===== config.mk =====
export PLATFORM = sky130hd
export DESIGN_NAME = delay_config
export DESIGN_NICKNAME = d
export VERILOG_FILES = /design/src/rtl/apb_pkg.sv /design/src/rtl/delay_config.sv
export SDC_FILE = /design/constraint.sdc
export NUM_CORES = 1
export LEC_CHECK = 0
export BUFFER_PORTS_ARGS = -buffer_cell sky130_fd_sc_hd__buf_2
export CAP_MARGIN = 20
export CELL_PAD_IN_SITES_DETAIL_PLACEMENT = 1
export CELL_PAD_IN_SITES_GLOBAL_PLACEMENT = 2
export CORE_ASPECT_RATIO = 1.5
export CORE_UTILIZATION = 26
export DETAILED_ROUTE_END_ITERATION = 12
export HOLD_SLACK_MARGIN = 0.02
export PLACE_DENSITY = 0.77
export SLEW_MARGIN = 40
export SYNTH_ARGS = -nofsm -noshare
export SYNTH_HDL_FRONTEND = slang
export SYNTH_SLANG_ARGS = --single-unit

===== constraint.sdc =====
create_clock -name clock -period 2.2 [get_ports clock]
set_input_delay 0.44 -clock clock [delete_from_list [all_inputs] [get_ports clock]]
set_output_delay 0.44 -clock clock [all_outputs]
set_load 0.02 [all_outputs]

===== src/rtl/apb_pkg.sv =====
package apb_pkg;

    // ########################################
    // bus types
    // ########################################
    typedef logic [31:0] paddr_t;
    typedef logic [31:0] pdata_t;
    typedef logic [3:0]  pstrb_t;
    typedef logic [2:0]  pprot_t;

    // slow-down ratio and delay counting
    typedef logic [7:0]  ratio_t;
    typedef logic [15:0] delay_cnt_t;

    // ########################################
    // address map
    // ########################################
    localparam logic [3:0] SLOW_NIBBLE_LO = 4'hA;
    localparam logic [3:0] SLOW_NIBBLE_HI = 4'hB;

    localparam paddr_t MEM_BASE  = 32'hA000_0000;
    localparam int     MEM_WORDS = 64;

    localparam paddr_t CFG_BASE      = 32'h1000_0000;
    localparam paddr_t CFG_RATIO_OFS = 32'h0000_0000;
    localparam paddr_t CFG_HITS_OFS  = 32'h0000_0004;

    // register defaults and queue sizing
    localparam ratio_t RATIO_RESET = 8'd8;
    localparam int     CMD_DEPTH   = 4;
    localparam int     CMD_PTR_W   = $clog2(CMD_DEPTH);

endpackage


===== src/rtl/delay_config.sv =====
module delay_config (
    input  logic            clock,
    input  logic            reset,
    input  logic            psel,
    input  logic            penable,
    input  logic            pwrite,
    input  apb_pkg::paddr_t paddr,
    input  apb_pkg::pdata_t pwdata,
    input  logic            delay_hit,
    output logic            pready,
    output apb_pkg::pdata_t prdata,
    output logic            pslverr,
    output apb_pkg::ratio_t ratio
);
    import apb_pkg::*;

    pdata_t hits;
    logic   access;
    logic   ratio_sel;
    logic   hits_sel;

    assign access    = psel && penable;
    assign ratio_sel = paddr[27:0] == CFG_RATIO_OFS[27:0];
    assign hits_sel  = paddr[27:0] == CFG_HITS_OFS[27:0];

    // no wait states
    assign pready  = access;
    assign pslverr = access && !(ratio_sel || hits_sel);
    assign prdata  = ratio_sel ? pdata_t'(ratio) : hits_sel ? hits : '0;

    always_ff @(posedge clock or posedge reset) begin
        if (reset) begin
            ratio <= RATIO_RESET;
        end else if (access && pwrite && ratio_sel) begin
            ratio <= pwdata[$bits(ratio_t)-1:0];
        end
    end

    // any write clears the count
    always_ff @(posedge clock or posedge reset) begin
        if (reset) begin
            hits <= '0;
        end else if (access && pwrite && hits_sel) begin
            hits <= '0;
        end else if (delay_hit) begin
            hits <= hits + 1'b1;
        end
    end

endmodule


# Word level (Yosys, flattened, before mapping)

Cells that the tools add are included.

Div/mod/pow operators: 0
Shift-type cells: 0
Multipliers: 0
Add/sub/neg operators: 1
Eq/ne operators: 1
Mux-type cells: 4
Bitwise operators: 0
Magnitude comparators: 0
Reductions and logical operators: 9

Operator list:

| kind                                                             | count |
|---|---|
| 32-bit two-way mux                                               | 4 |
| 32-bit by 1-bit adder with 32-bit output, second input constant  | 1 |
| 28-bit by 3-bit == test with 1-bit output, second input constant | 1 |
| 28-bit logical NOT                                               | 1 |
| 1-bit logical AND                                                | 5 |
| 2-bit nonzero test                                               | 1 |
| 1-bit logical NOT                                                | 1 |
| 1-bit logical OR                                                 | 1 |

Output and inout bits: 42
Memory bits (writable): 0
Memory bits (read-only): 0
Bits in registers: 40
Latch bits: 0
Input bits: 70
Memories: 0

# Logic depth before layout (Yosys ltp)

Gate-level depths: netlist of the first run.

Word-level depth: 4
Mapped depth: 7
Mapped depth without buffers: 5

# Worst setup path after synthesis of the first run

OpenSTA, ideal clock, no wires.

Path type: input port to output port
Start point: in paddr[13]
End point: out prdata[15]
Buffers on the path: 1
Setup slack: -0.136 ns
Arrival: 1.896 ns
Stages: 5
Cell sequence: nor4_1 nand4_1 or2_2 clkbuf_1 nor3_1

Word-level cells in the longest chain between the ends: 3
Elaborated cells between the ends (all ways): 4

Ends and longest elaborated chain:

| what                                      | line               | RTL |
|---|---|---|
| from (decl)                               | delay_config.sv:7  | `input apb_pkg::paddr_t paddr,` |
| 28-bit by 3-bit == test with 1-bit output | delay_config.sv:24 | `assign hits_sel = paddr[27:0] == CFG_HITS_OFS[27:0];` |
| 32-bit two-way mux                        | delay_config.sv:29 | `assign prdata = ratio_sel ? pdata_t'(ratio) : hits_sel ? hits : '0;` |
| 32-bit two-way mux *                      | delay_config.sv:29 |  |
| to (decl)                                 | delay_config.sv:11 | `output apb_pkg::pdata_t prdata,` |

Every way passes the cells marked *; elsewhere a longest branch is shown, timed or not.

# Worst setup path after layout of the first run

Start point: in paddr[24]
End point: out prdata[23]

The elaborated chain is that of the path after synthesis.

==> results of run 1 <==
through the flow:
step,setup slack [ns],power [mW]
finish,-0.0363,2.21
global placement,-0.175,1.24
global route,-0.143,2.31
floorplan,-0.136,1.06
CTS,-0.0398,2.19
detailed placement,-0.146,1.26
power breakdown:
| part | total [mW] | internal [mW] | switching [mW] |
|---|---|---|---|
| Clock | 0.906 | 0.598 | 0.309 |
| Combinational | 0.458 | 0.225 | 0.233 |
| Sequential | 0.843 | 0.799 | 0.0442 |
| Total | 2.21 | 1.62 | 0.586 |
critical path: cells and delay by family:
family / cells / cell delay (ns)
buffers and inverters: 5 / 0.64
and+or+nand+nor: 4 / 0.72
cell type report:
| type | count | area, µm² |
|---|---|---|
| clock buffers | 7 | 153 |
| clock inverters | 1 | 30.0 |
| fillers | 1003 | 4890 |
| inverters | 7 | 26.3 |
| multi-input cells | 192 | 1390 |
| flip-flops and latches | 40 | 1000 |
| well taps | 107 | 134 |
| repair buffers | 123 | 943 |
what timing repair did:
action	CTS	global route
endpoints found under the setup margin	31	39
pin swaps	8	4
cloned	3	0
buffers inserted	1	5
gates resized for setup	71	33
Yosys cell counts (all sizes together):
master	number	area share, %
dfrtp	39	42
nor2	25	4.0
and2	22	5.9
a21oi	16	3.4
nor4	13	3.8
nand4	11	3.2
or3	11	3.1
xnor2	11	4.1
clkbuf	10	1.6
nand2	10	1.6
nand3	10	2.2
or4	10	3.2
mux2i	9	3.9
nor3	9	1.9
mux2	8	3.9
o21ai	8	1.7
o31ai	8	2.6
inv	7	1.1
buf	4	1.4
xor2	3	1.1
and4	2	0.75
or2	2	0.54
and3	1	0.27
dfstp	1	1.1
ha	1	0.54
o21ba	1	0.43
o31a	1	0.43
cells by family after synthesis:
family / share of synthesized area (%)
compound gates: 8.61
buf+inv: 4.14
mux: 7.75
fa+ha+maj: 0.538
flops: 43.1
simple gates: 30.6
xor+xnor: 5.27
sequential cells by signal, summed over array words and instances (netlist names):
name	cells
hits	32
ratio	8
final timing paths:
path                                 startpoint                    to  slack (ns)
max                                   paddr[24]            prdata[23]       -0.04
min                                       reset  ratio[6]$_DFFE_PP0P_        0.27
min reg2reg                ratio[7]$_DFFE_PP0P_  ratio[7]$_DFFE_PP0P_        0.54
max in group asynchronous                 reset   hits[9]$_DFFE_PP0P_        1.55
min in group clock                    pwdata[6]  ratio[6]$_DFFE_PP0P_        0.38
max reg2reg                hits[10]$_DFFE_PP0P_  hits[21]$_DFFE_PP0P_        0.10
layer usage:
metal	routed length [µm]	GRT usage (%)
met1	2950	18.6
met2	4390	32.7
met3	238	3.33
met4	153	5.91
met5	0	0
==> results.sh, run 1 <==
export IMPL_grt_max_degree=41
export IMPL_layout_common_cells="buf_2 (51), dfrtp_1 (39), buf_6 (36)"
export IMPL_cp_cell_sequence="buf_6, nor4_4, nand3_1, buf_6, nor3_4, buf_6, buf_6, and2_4, buf_6"
export IMPL_netlist_cell_type_count=31
export IMPL_cp_arrival_ns=1.80
export IMPL_cts_root_buf="clkbuf_16"
export IMPL_fin_skew_ns=0.00592
export IMPL_ir_worst_vdd_mv=0.361
export IMPL_syn_nets=324
export IMPL_final_cell_area_um2=3680
export IMPL_setup_tns_ns=-0.491
export IMPL_rsz0062_at_grt="true"
export IMPL_syn2layout_area_growth_pct=58.2
export IMPL_cts_sinks=40
export IMPL_final_hold_violation_count=0
export IMPL_p_per_area_nw_per_um2=600
export IMPL_nets=440
export IMPL_outcome="finished, violations left"
export IMPL_wl_mm=7.73
export IMPL_drtPass1Iterations=4
export IMPL_whs_ns=0.274
export IMPL_drive_gt1_share_pct=48.9
export IMPL_maxCapViolations=0
export IMPL_drv_slew=0
export IMPL_row_count=41
export IMPL_finish_utilization_pct=42.9
export IMPL_clk_pin_slew_ns=0.06
export IMPL_ctsHtreeMaxLevel=2
export IMPL_instances_no_fill=477
export IMPL_antenna_found_initial=0
export IMPL_grt_use_total_pct=17.4
export IMPL_path_class="in -> out"
export IMPL_clk_latency_ns=0.29
export IMPL_gr_total_overflow=0
export IMPL_worstPathMaxFanout=5
export IMPL_vias=2392
export IMPL_wl_per_cell_um=16.2
export IMPL_initial_core_util_pct=27.1
export IMPL_setup_slack_ns=-0.0363
export IMPL_place_area_um2=3060
export IMPL_place_gp_congestion=0.748
export IMPL_slowest_delay_ns=0.27
export IMPL_fp_dieH_um=118
export IMPL_mostFrequentLayoutCell="buf_2"
export IMPL_ys_ff_latch=40
export IMPL_core_area_um2=8570
export IMPL_clk_path_buf_depth=2
export IMPL_worst_path_max_delay_cell="nor4_4"
export IMPL_port_buffers=83
export IMPL_yosys_warnings=0
export IMPL_avgViaCountPerCell=5.01
export IMPL_dr_first_iter_drc_count=87
export IMPL_max_slew_margin_pct=64.1
export IMPL_antenna_left=0
export IMPL_antenna_cells=0
export IMPL_max_freq_mhz=447
export IMPL_end_kind="output pin"
export IMPL_dpl_hpwl_mm=5.44
export IMPL_cp_required_ns=1.76
export IMPL_p_leak_nw=1.66
export IMPL_post_route_drc_count=0
export IMPL_num_io_pins=112
export IMPL_holdBufCountCts=0
export IMPL_finalSetupViolations=21
export IMPL_synth_area_um2=2320
export IMPL_post_route_min_period_ns=2.24
export IMPL_design_die_area_um2=9330
export IMPL_cts_tree="yes"
export IMPL_die_w_um=79.2
export IMPL_reg2regPathDepth=5
export IMPL_hold_class="in -> async"
export IMPL_cts_buffers=5
export IMPL_fin_crit_sh_pct=102
export IMPL_crit_path_frequent_cell="buf_6"
export IMPL_grt_pass1_wl_mm=12.5
export IMPL_syn_inst=253
export IMPL_place_inst=460
export IMPL_crit_path_start_kind="input port"
export IMPL_violations="setup timing"
export IMPL_yosysSeqAreaShare_pct=43.1
export IMPL_tightestPinTransition_ns=0.538
export IMPL_grt_pass1_vias=2467
export IMPL_avgSynthCellArea_um2=9.19
No activity file was read; power rests on OpenSTA's default activity.
==> run 2, diff against run 1 <==
--- a/config.mk
+++ b/config.mk
@@ -9,7 +9,7 @@
 export CAP_MARGIN = 20
 export CELL_PAD_IN_SITES_DETAIL_PLACEMENT = 1
 export CELL_PAD_IN_SITES_GLOBAL_PLACEMENT = 2
-export CORE_ASPECT_RATIO = 1.5
+export CORE_ASPECT_RATIO = 0.8
 export CORE_UTILIZATION = 26
 export DETAILED_ROUTE_END_ITERATION = 12
 export HOLD_SLACK_MARGIN = 0.02
==> results.sh, run 2 (same netlist as run 1, synthesis figures left out) <==
export IMPL_syn2layout_area_growth_pct=40.9
export IMPL_place_inst=458
export IMPL_cp_cell_sequence="buf_2, nor4_1, nand4_1, or2_4, nor3_1, buf_2"
export IMPL_p_leak_nw=1.49
export IMPL_die_w_um=108
export IMPL_wl_per_cell_um=15.2
export IMPL_row_count=30
export IMPL_end_kind="output pin"
export IMPL_cts_buffers=5
export IMPL_grt_use_total_pct=16.3
export IMPL_gr_total_overflow=0
export IMPL_fin_skew_ns=0.00753
export IMPL_clk_pin_slew_ns=0.08
export IMPL_instances_no_fill=470
export IMPL_max_slew_margin_pct=64.0
export IMPL_path_buf_inv=2
export IMPL_tightestPinTransition_ns=0.540
export IMPL_r2r_end="hits[28]$_DFFE_PP0P_"
export IMPL_wl_mm=7.17
export IMPL_dr_first_iter_drc_count=49
export IMPL_reg2regPathDepth=5
export IMPL_rsz0062_at_grt="true"
export IMPL_cts_sinks=40
export IMPL_fp_dieH_um=86.6
export IMPL_r2r_start="hits[12]$_DFFE_PP0P_"
export IMPL_setup_slack_ns=0.0359
export IMPL_num_io_pins=112
export IMPL_core_area_um2=8600
export IMPL_regMostFlops="hits"
export IMPL_grtUsageMet3_pct=3.08
export IMPL_cp_required_ns=1.76
export IMPL_crit_path_frequent_cell="buf_2"
export IMPL_hold_class="in -> async"
export IMPL_busiest_layer="met2"
export IMPL_antenna_found_initial=0
export IMPL_crit_family="simple AND/OR/NAND/NOR gates"
export IMPL_finalSetupViolations=0
export IMPL_clk_latency_ns=0.29
export IMPL_top_regs="hits: 32 flops, ratio: 8 flops"
export IMPL_antenna_cells=0
export IMPL_crit_path_start_kind="input port"
export IMPL_clk_path_buf_depth=2
export IMPL_grt_pass1_vias=2389
export IMPL_layout_common_cells="buf_2 (60), buf_4 (40), dfrtp_1 (39)"
export IMPL_fin_crit_sh_pct=98.4
export IMPL_maxCapViolations=0
export IMPL_port_buffers=83
export IMPL_dpl_hpwl_mm=5.36
export IMPL_p_per_area_nw_per_um2=538
export IMPL_grt_pass1_wl_mm=11.9
export IMPL_mostFrequentLayoutCell="buf_2"
export IMPL_avgViaCountPerCell=4.93
export IMPL_nets=428
export IMPL_post_route_min_period_ns=2.16
export IMPL_worst_path_max_delay_cell="or2_4"
export IMPL_ir_worst_vdd_mv=0.260
export IMPL_antenna_left=0
export IMPL_place_gp_congestion=0.718
export IMPL_drv_slew=0
export IMPL_nFillCells=1033
export IMPL_cts_tree="yes"
export IMPL_design_die_area_um2=9330
export IMPL_drtPass1Iterations=4
export IMPL_grt_max_degree=41
export IMPL_drive_gt1_share_pct=40.2
export IMPL_initial_core_util_pct=27.0
export IMPL_ctsHtreeMaxLevel=2
export IMPL_largest_register_ffs=32
export IMPL_worstPathMaxFanout=13
export IMPL_max_freq_mhz=462
export IMPL_post_route_drc_count=0
export IMPL_path_class="in -> out"
export IMPL_cts_root_buf="clkbuf_8"
export IMPL_grtUsageMet1_pct=22.1
export IMPL_cp_arrival_ns=1.72
export IMPL_whs_ns=0.262
export IMPL_dp_slack_ns=-0.132
export IMPL_slowest_delay_ns=0.35
export IMPL_outcome="complete, no violations"
export IMPL_final_hold_violation_count=0
export IMPL_regToRegSetupSlack_ns=0.12
export IMPL_vias=2316
export IMPL_use_met2_pct=26.9
run 2: cell count changes in the layout (fill, tap and decap cells not counted), moves of 5 or more:
cell and delta:
buf_6 -27, and2_1 +18, and2_4 -18, buf_2 +9, buf_4 +5, clkbuf_16 -5, nor4_4 -5
run 2: cell type report:
| type | instances | area, µm² | area share (%) |
|---|---|---|---|
| multi-input combinational | 192 | 1270 | 38.9 |
| timing repair buffer | 111 | 742 | 22.7 |
| inverter | 7 | 26.3 | 0.802 |
| sequential | 40 | 1000 | 30.6 |
| tap | 112 | 140 | 4.28 |
| clock buffer | 8 | 90.1 | 2.75 |
run 2: per-stage QoR:
| step | utilization, % | power [mW] | TNS (ns) | area, µm² |
|---|---|---|---|---|
| after global routing | 38.1 | 1.87 | -0.275 | 3270 |
| after detailed placement | 35.2 | 1.26 | -1.86 | 3030 |
| after CTS | 36.7 | 1.78 | 0 | 3150 |
| final | 38.1 | 1.76 | 0 | 3270 |
| after floorplan | - | 1.06 | -0.272 | 2320 |
| after global placement | 35.2 | 1.24 | -0.977 | 3030 |
run 2: power by group:
group	total, mW	internal (mW)	switching [mW]	leakage (nW)
clock network	0.512	0.256	0.256	0.0455
logic	0.402	0.192	0.210	0.908
registers	0.847	0.797	0.0497	0.538
total	1.76	1.25	0.516	1.49
run 2: timing repair:
| item | 4_1_cts | 5_1_grt |
|---|---|---|
| hold buffers | 0 | 0 |
| buffers inserted | 2 | 2 |
| hold endpoints to repair | 0 | 0 |
| pin swaps | 4 | 2 |
| endpoints found under the setup margin | 33 | 32 |
| resized for setup | 4 | 36 |
run 2: worst max-delay path by stage:
| stage | from | end | slack [ns] | cells past startpoint |
|---|---|---|---|---|
| 2_1_floorplan | paddr[13] | prdata[15] | -0.14 | 5 |
| 3_3_place_gp | paddr[5] | prdata[9] | -0.11 | 6 |
| 3_5_place_dp | paddr[8] | prdata[22] | -0.13 | 6 |
| 4_1_cts | paddr[1] | prdata[14] | 0.002 | 7 |
| 5_1_grt | paddr[8] | prdata[13] | -0.06 | 6 |
| 6_report | paddr[13] | prdata[13] | 0.04 | 6 |
run 2: per-layer routing:
layer / vias to the layer above / share of wire [%]
met5: - / 0
met3: 6 / 4.4
met4: 0 / 0.77
met2: 51 / 46
li1: 1118 / -
met1: 1141 / 49
run 2: worst min-delay path: stages:
cell and delay, ns:
buf_2 0.09, inv_1 0.04, buf_4 0.44
==> run 3, diff against run 2 <==
--- a/config.mk
+++ b/config.mk
@@ -7,13 +7,11 @@
 export LEC_CHECK = 0
 export BUFFER_PORTS_ARGS = -buffer_cell sky130_fd_sc_hd__buf_2
 export CAP_MARGIN = 20
-export CELL_PAD_IN_SITES_DETAIL_PLACEMENT = 1
-export CELL_PAD_IN_SITES_GLOBAL_PLACEMENT = 2
 export CORE_ASPECT_RATIO = 0.8
-export CORE_UTILIZATION = 26
+export CORE_UTILIZATION = 47
 export DETAILED_ROUTE_END_ITERATION = 12
 export HOLD_SLACK_MARGIN = 0.02
-export PLACE_DENSITY = 0.77
+export PLACE_DENSITY = 0.78
 export SLEW_MARGIN = 40
 export SYNTH_ARGS = -nofsm -noshare
 export SYNTH_HDL_FRONTEND = slang
==> constraint.sdc (replaced) <==
create_clock -name clock -period 2.6 [get_ports clock]
set_input_delay 0.52 -clock clock [delete_from_list [all_inputs] [get_ports clock]]
set_output_delay 0.52 -clock clock [all_outputs]
set_load 0.02 [all_outputs]
==> results.sh, run 3 (same netlist as run 1, synthesis figures left out) <==
export IMPL_outcome="complete, no violations"
export IMPL_antenna_found_initial=0
export IMPL_post_cts_buffers=0
export IMPL_r2r_end="hits[28]$_DFFE_PP0P_"
export IMPL_crit_path_start_kind="input port"
export IMPL_grt_max_degree=41
export IMPL_antenna_cells=0
export IMPL_wl_per_cell_um=13.9
export IMPL_p_sw_share_pct=28.9
export IMPL_cts_sinks=40
export IMPL_regToRegSetupSlack_ns=0.29
export IMPL_top_regs="hits: 32 flops, ratio: 8 flops"
export IMPL_combPwrFrac_pct=14.9
export IMPL_setup_slack_ns=0.153
export IMPL_clk_pin_slew_ns=0.08
export IMPL_grt_pass1_vias=1902
export IMPL_finalSetupViolations=0
export IMPL_worst_path_max_delay_cell="or2_4"
export IMPL_design_die_area_um2=5230
export IMPL_post_route_drc_count=0
export IMPL_crit_family="simple AND/OR/NAND/NOR gates"
export IMPL_r2r_start="hits[3]$_DFFE_PP0P_"
export IMPL_syn2layout_area_growth_pct=26.4
export IMPL_worstPathMaxFanout=13
export IMPL_largest_register_ffs=32
export IMPL_fin_skew_ns=0.00670
export IMPL_core_area_um2=4680
export IMPL_drtPass1Iterations=4
export IMPL_layout_common_cells="buf_2 (83), dfrtp_1 (39), nor2_1 (25)"
export IMPL_post_cts_resized=0
export IMPL_finish_utilization_pct=62.8
export IMPL_regMostFlops="hits"
export IMPL_gr_total_overflow=0
export IMPL_cts_buffers=5
export IMPL_vias=2205
export IMPL_dpl_hpwl_mm=4.09
export IMPL_row_count=22
export IMPL_ctsHtreeMaxLevel=2
export IMPL_final_hold_violation_count=0
export IMPL_clockPowerShare_pct=30.3
export IMPL_port_buffers=83
export IMPL_crit_path_frequent_cell="buf_2"
export IMPL_holdBufCountCts=0
export IMPL_nFillCells=400
export IMPL_ir_worst_vdd_mv=0.339
export IMPL_internal_power_uw=987
export IMPL_path_class="in -> out"
export IMPL_cp_cell_sequence="buf_2, nor4_1, nand4_1, or2_4, nor3_1, buf_2"
export IMPL_cts_tree="yes"
export IMPL_end_kind="output pin"
export IMPL_avgViaCountPerCell=5.51
export IMPL_dp_slack_ns=0.0558
export IMPL_clk_path_buf_depth=2
export IMPL_drive_gt1_share_pct=35.6
export IMPL_p_leak_nw=1.40
export IMPL_reg2regPathDepth=4
export IMPL_dr_first_iter_drc_count=166
export IMPL_antenna_left=0
export IMPL_drv_slew=0
export IMPL_mostFrequentLayoutCell="buf_2"
export IMPL_grt_use_total_pct=22.1
export IMPL_die_w_um=80.6
export IMPL_maxCapViolations=0
export IMPL_max_freq_mhz=409
export IMPL_tightestPinTransition_ns=0.508
export IMPL_p_sw_uw=400
export IMPL_place_gp_congestion=0.795
export IMPL_nets=410
export IMPL_place_inst=392
export IMPL_num_io_pins=112
export IMPL_fin_crit_sh_pct=94.1
export IMPL_p_per_area_nw_per_um2=472
export IMPL_path_buf_inv=2
export IMPL_fp_dieH_um=64.9
export IMPL_clk_latency_ns=0.28
export IMPL_cp_arrival_ns=1.93
export IMPL_max_slew_margin_pct=66.1
export IMPL_hold_class="in -> async"
export IMPL_wl_mm=5.57
export IMPL_post_route_min_period_ns=2.45
export IMPL_initial_core_util_pct=49.7
export IMPL_cp_required_ns=2.08
export IMPL_grt_pass1_wl_mm=8.81
export IMPL_seqPwrFrac_pct=54.8
export IMPL_instances_no_fill=400
export IMPL_slowest_delay_ns=0.38
export IMPL_cts_root_buf="clkbuf_8"
run 3: cell count changes in the layout (fill, tap and decap cells not counted):
cell      previous run  this run
a21oi_1             15        16
a21oi_2              1         0
and2_1              20        22
and2_4               2         0
buf_12               2         1
buf_2               60        83
buf_4               40         9
buf_6                9         0
clkbuf_1             2         0
clkinv_2             0         2
nor4_1               7        11
nor4_2               6         2
run 3: how the worst max path moves through the flow:
stage / startpoint / endpoint / slack, ns / cells past startpoint
after floorplan: paddr[13] / prdata[15] / 0.10 / 5
after global placement: paddr[5] / prdata[22] / 0.05 / 6
after detailed placement: paddr[1] / prdata[22] / 0.06 / 6
after CTS: paddr[1] / prdata[22] / 0.05 / 6
after global routing: paddr[5] / prdata[29] / -0.03 / 7
final: paddr[1] / prdata[13] / 0.15 / 6
run 3: area by class of cell:
class / count / area [µm²] / area share (%)
clock inverters: 2 / 10.0 / 0.341
inverters: 7 / 26.3 / 0.894
clock buffers: 6 / 82.6 / 2.81
well taps: 60 / 75.1 / 2.55
repair buffers: 93 / 503 / 17.1
multi-input cells: 192 / 1240 / 42.2
flip-flops and latches: 40 / 1000 / 34.1
run 3: per-layer routing:
metal | track usage (%) | part of all wire, %
met5 | 0 | 0
met4 | 6.25 | 1.1
met3 | 4.65 | 6.6
met2 | 36.9 | 48
met1 | 28.9 | 45
run 3: tightest hold or removal path, cell delays in order:
cell	delay, ns
buf_2	0.09
inv_1	0.04
buf_4	0.43
run 3: through the flow:
stage	TNS, ns	instance area, µm²	total power [mW]	hold WS [ns]
after floorplan	0	2320	0.898	0.523
after global placement	0	2840	0.963	0.514
after detailed placement	0	2840	0.978	0.528
after CTS	0	2930	1.40	0.369
after global routing	-0.160	2940	1.47	0.405
final	0	2940	1.39	0.356
run 3: power groups by stage:
stage / registers, mW / logic (mW) / clock network (mW)
2_1_floorplan: 0.750 / 0.149 / 0
3_3_place_gp: 0.766 / 0.197 / 0
3_5_place_dp: 0.771 / 0.207 / 0
4_1_cts: 0.759 / 0.209 / 0.429
5_1_grt: 0.769 / 0.235 / 0.465
6_report: 0.760 / 0.206 / 0.420
